[src/rtl/mipsPkg.sv]
`default_nettype none

package mipsPkg;

	typedef logic [31:0] word_t;	// Data word
	typedef logic [4:0] regIdx_t;	// Register number

	typedef enum logic [5:0] {
		OP_RTYPE = 6'h00,	// Operation in funct
		OP_ADDI = 6'h08,
		OP_ADDIU = 6'h09,
		OP_SLTI = 6'h0a,
		OP_SLTIU = 6'h0b,
		OP_ANDI = 6'h0c,	// Zero-extended imm
		OP_ORI = 6'h0d,	// Zero-extended imm
		OP_XORI = 6'h0e,	// Zero-extended imm
		OP_LUI = 6'h0f,
		OP_LW = 6'h23,
		OP_SW = 6'h2b
	} opcode_e;

	typedef enum logic [5:0] {
		FN_ADD = 6'h20,
		FN_ADDU = 6'h21,	// No overflow trap, same as ADD here
		FN_SUB = 6'h22,
		FN_SUBU = 6'h23,
		FN_AND = 6'h24,
		FN_OR = 6'h25,
		FN_XOR = 6'h26,
		FN_NOR = 6'h27,
		FN_SLT = 6'h2a,
		FN_SLTU = 6'h2b
	} funct_e;

	typedef enum logic [3:0] {
		ALU_ADD, ALU_SUB, ALU_AND, ALU_OR, ALU_NOR,
		ALU_XOR, ALU_SLT, ALU_SLTU, ALU_LUI,
		ALU_NONE = 4'hf	// Unknown funct
	} aluOp_e;

	typedef enum logic [2:0] {
		SEL_FUNCT, SEL_ADD, SEL_SLT, SEL_SLTU,
		SEL_AND, SEL_OR, SEL_XOR, SEL_LUI
	} aluSel_e;

	typedef enum logic [3:0] {
		S_IDLE, S_FETCH_REQ, S_FETCH_WAIT, S_DECODE,
		S_EXEC_R, S_EXEC_I, S_MEM_ADDR, S_LOAD_REQ,
		S_LOAD_WAIT, S_LOAD_WB, S_STORE_REQ, S_STORE_WAIT,
		S_RELEASE
	} state_e;

	//////////////////////////////
	// Control word
	//////////////////////////////
	typedef struct packed {
		logic pcLd;	// PC += 4
		logic irLd;	// IR <= memRdata
		logic marLd;
		logic marSrcAlu;	// MAR from ALU, else from PC
		logic mdrLd;
		logic mdrSrcMem;	// MDR from memory, else from rt
		logic memWrite;	// Store in progress
		logic regW;
		logic regInSel;	// 1 = MDR, 0 = ALU result
		logic regDstRt;	// Dest rt, else rd
		logic aluSrcImm;	// B operand is extended imm
		aluSel_e aluSel;
	} ctrl_t;

	typedef struct packed {
		logic write;	// 1 = store
		word_t wdata;
	} memCmd_t;

	typedef struct packed {
		logic valid;	// One pulse per register write
		regIdx_t dest;
		word_t value;
	} wb_t;

endpackage

`default_nettype wire
[src/rtl/mipsCore.sv]
`timescale 1ns/100ps
`default_nettype none

module mipsCore #(
	parameter int ADDR_WIDTH = 9	// Byte address bits
) (
	input logic CLK,
	input logic reset,
	output logic memRequest,	// Four-phase req
	input logic memAck,	// Four-phase ack
	output logic [ADDR_WIDTH-1:0] memAddr,
	output mipsPkg::memCmd_t memCmd,
	input mipsPkg::word_t memRdata,
	output mipsPkg::wb_t wb	// Register write report
);

	mipsPkg::ctrl_t ctrl;	// Control word
	mipsPkg::opcode_e opcode;	// From IR
	mipsPkg::funct_e funct;	// From IR

	//////////////////////////////
	// Control
	//////////////////////////////
	controlUnit i_controlUnit (
		.CLK(CLK),
		.reset(reset),
		.opcode(opcode),
		.funct(funct),
		.memAck(memAck),
		.memRequest(memRequest),
		.ctrl(ctrl)
	);

	//////////////////////////////
	// Datapath
	//////////////////////////////
	datapath #(
		.ADDR_WIDTH(ADDR_WIDTH)
	) i_datapath (
		.CLK(CLK),
		.reset(reset),
		.ctrl(ctrl),
		.memRdata(memRdata),
		.memAddr(memAddr),
		.memCmd(memCmd),
		.opcode(opcode),
		.funct(funct),
		.wb(wb)
	);

endmodule

`default_nettype wire

[src/rtl/datapath.sv]
`timescale 1ns/100ps
`default_nettype none

module datapath #(
	parameter int ADDR_WIDTH = 9
) (
	input logic CLK,
	input logic reset,
	input mipsPkg::ctrl_t ctrl,
	input mipsPkg::word_t memRdata,
	output logic [ADDR_WIDTH-1:0] memAddr,
	output mipsPkg::memCmd_t memCmd,
	output mipsPkg::opcode_e opcode,
	output mipsPkg::funct_e funct,
	output mipsPkg::wb_t wb
);

	logic [ADDR_WIDTH-1:0] pc;	// Byte address of next fetch
	logic [ADDR_WIDTH-1:0] mar;
	mipsPkg::word_t ir;
	mipsPkg::word_t mdr;

	mipsPkg::regIdx_t rs, rt, rd;	// IR fields
	logic [15:0] imm16;
	logic zeroExt;	// Logical immediates
	mipsPkg::word_t immExt;

	mipsPkg::word_t rDataA, rDataB;
	mipsPkg::word_t aluB, aluY;
	mipsPkg::regIdx_t wAddr;
	mipsPkg::word_t wData;

	//////////////////////////////
	// Instruction fields
	//////////////////////////////
	assign opcode = mipsPkg::opcode_e'(ir[31:26]);
	assign funct = mipsPkg::funct_e'(ir[5:0]);
	assign rs = ir[25:21];
	assign rt = ir[20:16];
	assign rd = ir[15:11];
	assign imm16 = ir[15:0];

	assign zeroExt = (opcode == mipsPkg::OP_ANDI) || (opcode == mipsPkg::OP_ORI)
		|| (opcode == mipsPkg::OP_XORI);
	assign immExt = zeroExt ? {16'h0000, imm16} : {{16{imm16[15]}}, imm16};

	//////////////////////////////
	// PC, IR, MAR, MDR
	//////////////////////////////
	always_ff @(posedge CLK) begin
		if (reset) begin
			pc <= '0;
			ir <= '0;
			mar <= '0;
			mdr <= '0;
		end else begin
			if (ctrl.pcLd) begin
				pc <= pc + ADDR_WIDTH'(4);	// Next word
			end
			if (ctrl.irLd) begin
				ir <= memRdata;
			end
			if (ctrl.marLd) begin	// Low address bits only
				mar <= ctrl.marSrcAlu ? aluY[ADDR_WIDTH-1:0] : pc;
			end
			if (ctrl.mdrLd) begin
				mdr <= ctrl.mdrSrcMem ? memRdata : rDataB;
			end
		end
	end

	assign memAddr = mar;
	assign memCmd.write = ctrl.memWrite;
	assign memCmd.wdata = mdr;	// Store data

	//////////////////////////////
	// Operands and write-back
	//////////////////////////////
	assign aluB = ctrl.aluSrcImm ? immExt : rDataB;
	assign wAddr = ctrl.regDstRt ? rt : rd;
	assign wData = ctrl.regInSel ? mdr : aluY;	// Load data or ALU result

	registerFile i_registerFile (
		.CLK(CLK),
		.reset(reset),
		.we(ctrl.regW),
		.wAddr(wAddr),
		.wData(wData),
		.rAddrA(rs),
		.rAddrB(rt),
		.rDataA(rDataA),
		.rDataB(rDataB)
	);

	alu i_alu (
		.aluSel(ctrl.aluSel),
		.funct(funct),
		.a(rDataA),
		.b(aluB),
		.y(aluY)
	);

	assign wb.valid = ctrl.regW && (wAddr != '0);	// R0 writes not reported
	assign wb.dest = wAddr;
	assign wb.value = wData;

	// Word aligned at every fetch ack, load ack and store
	assert property (@(posedge CLK) disable iff (reset)
		(ctrl.irLd || ctrl.memWrite || (ctrl.mdrLd && ctrl.mdrSrcMem)) |-> (mar[1:0] == 2'b00))
		else $error("Unaligned MAR during memory access");

endmodule

`default_nettype wire

[src/rtl/controlUnit.sv]
`timescale 1ns/100ps
`default_nettype none

module controlUnit (
	input logic CLK,
	input logic reset,
	input mipsPkg::opcode_e opcode,
	input mipsPkg::funct_e funct,
	input logic memAck,
	output logic memRequest,
	output mipsPkg::ctrl_t ctrl
);

	mipsPkg::state_e state, nextState;
	logic functOk;	// Funct in the kept set
	mipsPkg::aluSel_e immSel;	// ALU request for immediates

	always_comb begin
		case (funct)
			mipsPkg::FN_ADD, mipsPkg::FN_ADDU, mipsPkg::FN_SUB, mipsPkg::FN_SUBU,
			mipsPkg::FN_AND, mipsPkg::FN_OR, mipsPkg::FN_XOR, mipsPkg::FN_NOR,
			mipsPkg::FN_SLT, mipsPkg::FN_SLTU: functOk = 1'b1;
			default: functOk = 1'b0;	// Completes as no-op
		endcase
	end

	always_comb begin
		case (opcode)
			mipsPkg::OP_SLTI: immSel = mipsPkg::SEL_SLT;
			mipsPkg::OP_SLTIU: immSel = mipsPkg::SEL_SLTU;
			mipsPkg::OP_ANDI: immSel = mipsPkg::SEL_AND;
			mipsPkg::OP_ORI: immSel = mipsPkg::SEL_OR;
			mipsPkg::OP_XORI: immSel = mipsPkg::SEL_XOR;
			mipsPkg::OP_LUI: immSel = mipsPkg::SEL_LUI;
			default: immSel = mipsPkg::SEL_ADD;	// ADDI, ADDIU
		endcase
	end

	//////////////////////////////
	// State register
	//////////////////////////////
	always_ff @(posedge CLK) begin
		if (reset) begin
			state <= mipsPkg::S_IDLE;
		end else begin
			state <= nextState;
		end
	end

	//////////////////////////////
	// Next state
	//////////////////////////////
	always_comb begin
		nextState = state;	// WAIT states hold here
		case (state)
			mipsPkg::S_IDLE: nextState = mipsPkg::S_FETCH_REQ;
			mipsPkg::S_FETCH_REQ: nextState = mipsPkg::S_FETCH_WAIT;	// Ack already low
			mipsPkg::S_FETCH_WAIT: begin
				if (memAck) begin
					nextState = mipsPkg::S_DECODE;
				end
			end
			mipsPkg::S_DECODE: begin
				case (opcode)
					mipsPkg::OP_RTYPE: begin
						nextState = functOk ? mipsPkg::S_EXEC_R : mipsPkg::S_RELEASE;
					end
					mipsPkg::OP_ADDI, mipsPkg::OP_ADDIU, mipsPkg::OP_SLTI, mipsPkg::OP_SLTIU,
					mipsPkg::OP_ANDI, mipsPkg::OP_ORI, mipsPkg::OP_XORI,
					mipsPkg::OP_LUI: nextState = mipsPkg::S_EXEC_I;
					mipsPkg::OP_LW, mipsPkg::OP_SW: nextState = mipsPkg::S_MEM_ADDR;
					default: nextState = mipsPkg::S_RELEASE;	// Unknown opcode
				endcase
			end
			mipsPkg::S_EXEC_R, mipsPkg::S_EXEC_I: nextState = mipsPkg::S_RELEASE;
			mipsPkg::S_MEM_ADDR: begin
				if (opcode == mipsPkg::OP_SW) begin
					nextState = mipsPkg::S_STORE_REQ;
				end else begin
					nextState = mipsPkg::S_LOAD_REQ;
				end
			end
			mipsPkg::S_LOAD_REQ: begin
				if (!memAck) begin	// Fetch ack gone
					nextState = mipsPkg::S_LOAD_WAIT;
				end
			end
			mipsPkg::S_LOAD_WAIT: begin
				if (memAck) begin
					nextState = mipsPkg::S_LOAD_WB;
				end
			end
			mipsPkg::S_LOAD_WB: nextState = mipsPkg::S_RELEASE;
			mipsPkg::S_STORE_REQ: begin
				if (!memAck) begin
					nextState = mipsPkg::S_STORE_WAIT;
				end
			end
			mipsPkg::S_STORE_WAIT: begin
				if (memAck) begin
					nextState = mipsPkg::S_RELEASE;
				end
			end
			mipsPkg::S_RELEASE: begin
				if (!memAck) begin	// Last access finished
					nextState = mipsPkg::S_FETCH_REQ;
				end
			end
			default: nextState = mipsPkg::S_IDLE;
		endcase
	end

	//////////////////////////////
	// Control word encoder
	//////////////////////////////
	always_comb begin
		ctrl = '0;	// IDLE, DECODE, RELEASE
		case (state)
			mipsPkg::S_FETCH_REQ: ctrl.marLd = 1'b1;	// MAR <= PC
			mipsPkg::S_FETCH_WAIT: begin
				ctrl.irLd = memAck;
				ctrl.pcLd = memAck;
			end
			mipsPkg::S_EXEC_R: begin
				ctrl.regW = 1'b1;
				ctrl.aluSel = mipsPkg::SEL_FUNCT;
			end
			mipsPkg::S_EXEC_I: begin
				ctrl.regW = 1'b1;
				ctrl.regDstRt = 1'b1;
				ctrl.aluSrcImm = 1'b1;
				ctrl.aluSel = immSel;
			end
			mipsPkg::S_MEM_ADDR: begin	// rs + imm into MAR
				ctrl.marLd = 1'b1;
				ctrl.marSrcAlu = 1'b1;
				ctrl.aluSrcImm = 1'b1;
				ctrl.aluSel = mipsPkg::SEL_ADD;
			end
			mipsPkg::S_LOAD_WAIT: begin
				ctrl.mdrLd = memAck;
				ctrl.mdrSrcMem = 1'b1;
			end
			mipsPkg::S_LOAD_WB: begin
				ctrl.regW = 1'b1;
				ctrl.regInSel = 1'b1;
				ctrl.regDstRt = 1'b1;
			end
			mipsPkg::S_STORE_REQ: begin	// rt into MDR
				ctrl.mdrLd = 1'b1;
				ctrl.memWrite = 1'b1;
			end
			mipsPkg::S_STORE_WAIT: ctrl.memWrite = 1'b1;
			default: ;
		endcase
	end

	assign memRequest = (state == mipsPkg::S_FETCH_WAIT) || (state == mipsPkg::S_LOAD_WAIT)
		|| (state == mipsPkg::S_STORE_WAIT);

	// Four-phase rule, request only after the previous ack dropped
	assert property (@(posedge CLK) disable iff (reset) $rose(memRequest) |-> !memAck)
		else $error("memRequest raised while memAck high");

	assert property (@(posedge CLK) disable iff (reset)
		state inside {[mipsPkg::S_IDLE:mipsPkg::S_RELEASE]})
		else $error("Illegal FSM state");

endmodule

`default_nettype wire

[src/rtl/alu.sv]
`timescale 1ns/100ps
`default_nettype none

module alu (
	input mipsPkg::aluSel_e aluSel,
	input mipsPkg::funct_e funct,
	input mipsPkg::word_t a,
	input mipsPkg::word_t b,
	output mipsPkg::word_t y
);

	mipsPkg::aluOp_e op;	// Decoded operation

	//////////////////////////////
	// ALU control
	//////////////////////////////
	always_comb begin
		case (aluSel)
			mipsPkg::SEL_FUNCT: begin	// R-type
				case (funct)
					mipsPkg::FN_ADD, mipsPkg::FN_ADDU: op = mipsPkg::ALU_ADD;
					mipsPkg::FN_SUB, mipsPkg::FN_SUBU: op = mipsPkg::ALU_SUB;
					mipsPkg::FN_AND: op = mipsPkg::ALU_AND;
					mipsPkg::FN_OR: op = mipsPkg::ALU_OR;
					mipsPkg::FN_NOR: op = mipsPkg::ALU_NOR;
					mipsPkg::FN_XOR: op = mipsPkg::ALU_XOR;
					mipsPkg::FN_SLT: op = mipsPkg::ALU_SLT;
					mipsPkg::FN_SLTU: op = mipsPkg::ALU_SLTU;
					default: op = mipsPkg::ALU_NONE;
				endcase
			end
			mipsPkg::SEL_ADD: op = mipsPkg::ALU_ADD;	// Also address calc
			mipsPkg::SEL_SLT: op = mipsPkg::ALU_SLT;
			mipsPkg::SEL_SLTU: op = mipsPkg::ALU_SLTU;
			mipsPkg::SEL_AND: op = mipsPkg::ALU_AND;
			mipsPkg::SEL_OR: op = mipsPkg::ALU_OR;
			mipsPkg::SEL_XOR: op = mipsPkg::ALU_XOR;
			mipsPkg::SEL_LUI: op = mipsPkg::ALU_LUI;
			default: op = mipsPkg::ALU_NONE;
		endcase
	end

	//////////////////////////////
	// Arithmetic and logic
	//////////////////////////////
	always_comb begin
		case (op)
			mipsPkg::ALU_ADD: y = a + b;	// Wraps, no overflow trap
			mipsPkg::ALU_SUB: y = a - b;
			mipsPkg::ALU_AND: y = a & b;
			mipsPkg::ALU_OR: y = a | b;
			mipsPkg::ALU_NOR: y = ~(a | b);
			mipsPkg::ALU_XOR: y = a ^ b;
			mipsPkg::ALU_SLT: y = {31'b0, $signed(a) < $signed(b)};	// Signed compare
			mipsPkg::ALU_SLTU: y = {31'b0, a < b};	// Unsigned compare
			mipsPkg::ALU_LUI: y = {b[15:0], 16'h0000};	// Imm to upper half
			default: y = '0;
		endcase
	end

endmodule

`default_nettype wire

[src/rtl/registerFile.sv]
`timescale 1ns/100ps
`default_nettype none

module registerFile (
	input logic CLK,
	input logic reset,
	input logic we,
	input mipsPkg::regIdx_t wAddr,
	input mipsPkg::word_t wData,
	input mipsPkg::regIdx_t rAddrA,
	input mipsPkg::regIdx_t rAddrB,
	output mipsPkg::word_t rDataA,
	output mipsPkg::word_t rDataB
);

	mipsPkg::word_t regs [32];	// R0 never written

	//////////////////////////////
	// Write port
	//////////////////////////////
	always_ff @(posedge CLK) begin
		if (reset) begin
			for (int i = 0; i < 32; i++) begin
				regs[i] <= '0;	// All clear
			end
		end else if (we && (wAddr != '0)) begin	// Drop R0 writes
			regs[wAddr] <= wData;
		end
	end

	//////////////////////////////
	// Read ports
	//////////////////////////////
	assign rDataA = (rAddrA == '0) ? '0 : regs[rAddrA];	// R0 reads zero
	assign rDataB = (rAddrB == '0) ? '0 : regs[rAddrB];

endmodule

`default_nettype wire

[config.mk]
export PLATFORM = sky130hd
export DESIGN_NAME = mipsCore
export DESIGN_NICKNAME = d
export VERILOG_FILES = /design/src/rtl/mipsPkg.sv /design/src/rtl/mipsCore.sv /design/src/rtl/datapath.sv /design/src/rtl/controlUnit.sv /design/src/rtl/alu.sv /design/src/rtl/registerFile.sv
export SDC_FILE = /design/constraint.sdc
export NUM_CORES = 2
export LEC_CHECK = 0
export BUFFER_PORTS_ARGS = -buffer_cell sky130_fd_sc_hd__buf_2
export CAP_MARGIN = 40
export CORE_UTILIZATION = 40
export DETAILED_ROUTE_END_ITERATION = 10
export GPL_TIMING_DRIVEN = 0
export MAX_ROUTING_LAYER = met4
export PLACE_DENSITY = 0.51
export SETUP_SLACK_MARGIN = 0.1
export SYNTH_ARGS = -nofsm -noshare
export SYNTH_HDL_FRONTEND = slang
export SYNTH_HIERARCHICAL = 1
export SYNTH_SLANG_ARGS = --single-unit
[constraint.sdc]
create_clock -name CLK -period 6.7 [get_ports CLK]
set_clock_uncertainty 0.1 [all_clocks]
set_input_delay 0.67 -clock CLK [delete_from_list [all_inputs] [get_ports CLK]]
set_output_delay 0.67 -clock CLK [all_outputs]
set_load 0.005 [all_outputs]
==> qor.csv <==
metric,value,unit
crit path max fanout,8,
antenna violations before repair,11,
WHS Path Cells,3,
Crit Path Class,reg2out,
# rows,147,
Post-Synthesis Cell Area,64550,um^2
Slew @ Worst Pin,1061,ps
fmax,0.1337,GHz
CTS Sinks,1108,
share of cells above drive strength 1,33.20,%
"Remaining Overflow, GRT",0,
r2r endpoint,i_datapath/i_registerFile/regs[15][22]$_SDFFCE_PN0P_,
Tot GR Track Use,38.17,%
Worst Hold Margin,47.48,ps
Slew Limit Fails,0,
DRT Wirelength,305.5,mm
PortBufs,114,
vias per inst,6.413,
vias,49824,
num ports,116,
DRT Pass-1 Iters,8,
Rel. slew slack,29.06,%
WHS Endpoint,i_datapath/ir[3]$_SDFFE_PP0P_,
Clock transition at path regs,60,ps
FILL cells,14070,
global-route wire length before repair,408.1,mm
Final Core Density,49.67,%
DIE WIDTH,403.7,um
Post-layout nets,5633,
yosys warns,6,
WL per Instance,39.33,um
Final WS setup,-777.4,ps
Post-route DRC,0,
Clock Tree Buf Depth,3,
Hold Path Origin,memRdata[3],
TNS Setup,-14200,ps
root buffer cell,clkbuf_16,
RSZ-0062 raised after global routing,yes,
worst min path class,in2reg,
final setup fails,57,
Initial Utilization,40.24,%
number of global-route vias before repair,47941,
PwrDens,335.7,nW/um^2
die area,163000,um^2
R2R Setup Slk,-40,ps
Reg area,32440,um^2
LEAKAGE,0.02783,uW
CP endpoint kind,primary output,
Core ar.,160400,um^2
crit path time final,7477,ps
DP Wirelength,217.9,mm
die height,403.7,um
WP data required,5930,ps
CTS tree,yes,
startpoint types,register,
reg2reg start,i_datapath/ir[16]$_SDFFE_PP0P_,
Routed Antenna Nets,0,
Initial DRC Count,7334,
Final Hold Vio Count,0,
largest net degree at the start of global routing,33,
syn avg cell area,13.20,um^2
number of H-tree levels,4,
peak supply drop,0.2862,mV
worst r2r path cells,28,
CTS Buf Count,132,
Skew-Pair Late Insertion Delay,800,ps
Mapped Cells,4890,
arrival time worst endpoint,6710,ps
outcome,"finished, violations left",
max_cap viols,0,
Final GP Congestion,1.033,
area taken by multi-input logic gates,32150,um^2
failing checks,setup timing,
period utilisation layout,111.6,%
Layout area overhead,23.42,%
state kept, by name, indices dropped and copies added (netlist names):
name	flops
i_datapath/i_registerFile/regs	1024
i_datapath/ir	32
i_datapath/pc	7
i_datapath/mdr	32
i_datapath/memAddr	9
i_controlUnit/state	4
stage by stage:
step | total power [uW] | instance area [um^2] | std cells | worst slack (ps)
global route | 27320 | 79650 | 7761 | -814.8
global placement | 16630 | 67940 | 7195 | -3791
detailed placement | 16900 | 69980 | 7360 | -2588
floorplan | 12780 | 64660 | 4921 | 1154
finish | 26740 | 79670 | 7769 | -777.4
CTS | 25670 | 78410 | 7708 | -780.0
repair_timing:
item                                    in CTS  in global routing
pin swaps                                  101                 76
buffers inserted                           114                 53
cloned                                       6                  1
hold buffers                                 1                  0
endpoints found under the hold margin        1                  0
resized for setup                          799                236
endpoints found under the setup margin     973                542
metal layers:
metal / GRT usage, % / vias to the layer above / share of wire [%] / wire length [um]
met2: 54.68 / 3460 / 43 / 132000
li1: - / 19875 / - / -
met1: 47.85 / 25681 / 37 / 114500
met4: 24.48 / 0 / 7.6 / 23160
met3: 10.07 / 808 / 12 / 35870
met5: - / - / 0 / 0
critical path, stage by stage, from the launching register on:
cell       delay, ps
dfxtp_2          360
buf_8            150
buf_12           120
buf_16           200
buf_16           160
mux4_2           510
a22o_4           280
a2111oi_4        430
nor3_4           150
mux2_4           350
ha_4             190
fa_2             390
a21oi_4          180
o221ai_2         140
a21o_1           220
o211ai_1         320
a31oi_1          180
o31ai_2          250
nand2b_1         150
a2111o_1         400
a32oi_2          240
mux2_4           370
buf_6            140
where the power goes:
group | switching [uW] | internal, uW
logic | 7360 | 4450
clock network | 3020 | 3850
registers | 216 | 7850
total | 10600 | 16100
how the worst max path moves through the flow:
stage	from	to	slack [ps]
finish	i_datapath/ir[16]$_SDFFE_PP0P_	wb[30]	-780
detailed placement	i_datapath/ir[17]$_SDFFE_PP0P_	wb[0]	-2590
CTS	i_datapath/ir[16]$_SDFFE_PP0P_	wb[25]	-780
global route	i_datapath/ir[16]$_SDFFE_PP0P_	wb[30]	-810
floorplan	i_datapath/ir[16]$_SDFFE_PP0P_	wb[25]	1150
global placement	i_datapath/ir[17]$_SDFFE_PP0P_	wb[0]	-3790
cell type report:
cell class	instances	area share (%)
well taps	2160	3.392
diodes	12	0.03769
plain buffers	490	4.303
flip-flops and latches	1108	40.72
clock buffers	171	4.437
clock inverters	64	0.5795
inverters	124	0.6219
repair buffers	450	5.555
multi-input cells	3190	40.35
placed cells by master, fill, tap and decap left out, drive strengths merged, types with 8 or more instances in the layout:
cell     instances
edfxtp        1024
and2          1005
buf            636
mux4           472
clkbuf         471
mux2i          223
nor2           198
inv            127
a21oi          122
o22ai          113
ha             100
nand2           95
o21ai           94
dfxtp           84
mux2            83
nor3            78
a211oi          63
a2111oi         59
a22o            53
clkinv          52
or2             44
conb            32
a22oi           29
o211ai          26
nor2b           24
nand3           20
a221oi          18
nand2b          16
a221o           16
a31oi           13
diode           12
nand4           12
a21o            12
or3             12
nor4            12
o21bai          10
o21a             9
or3b             8
o31ai            8
(Power assumes the default switching activity.)
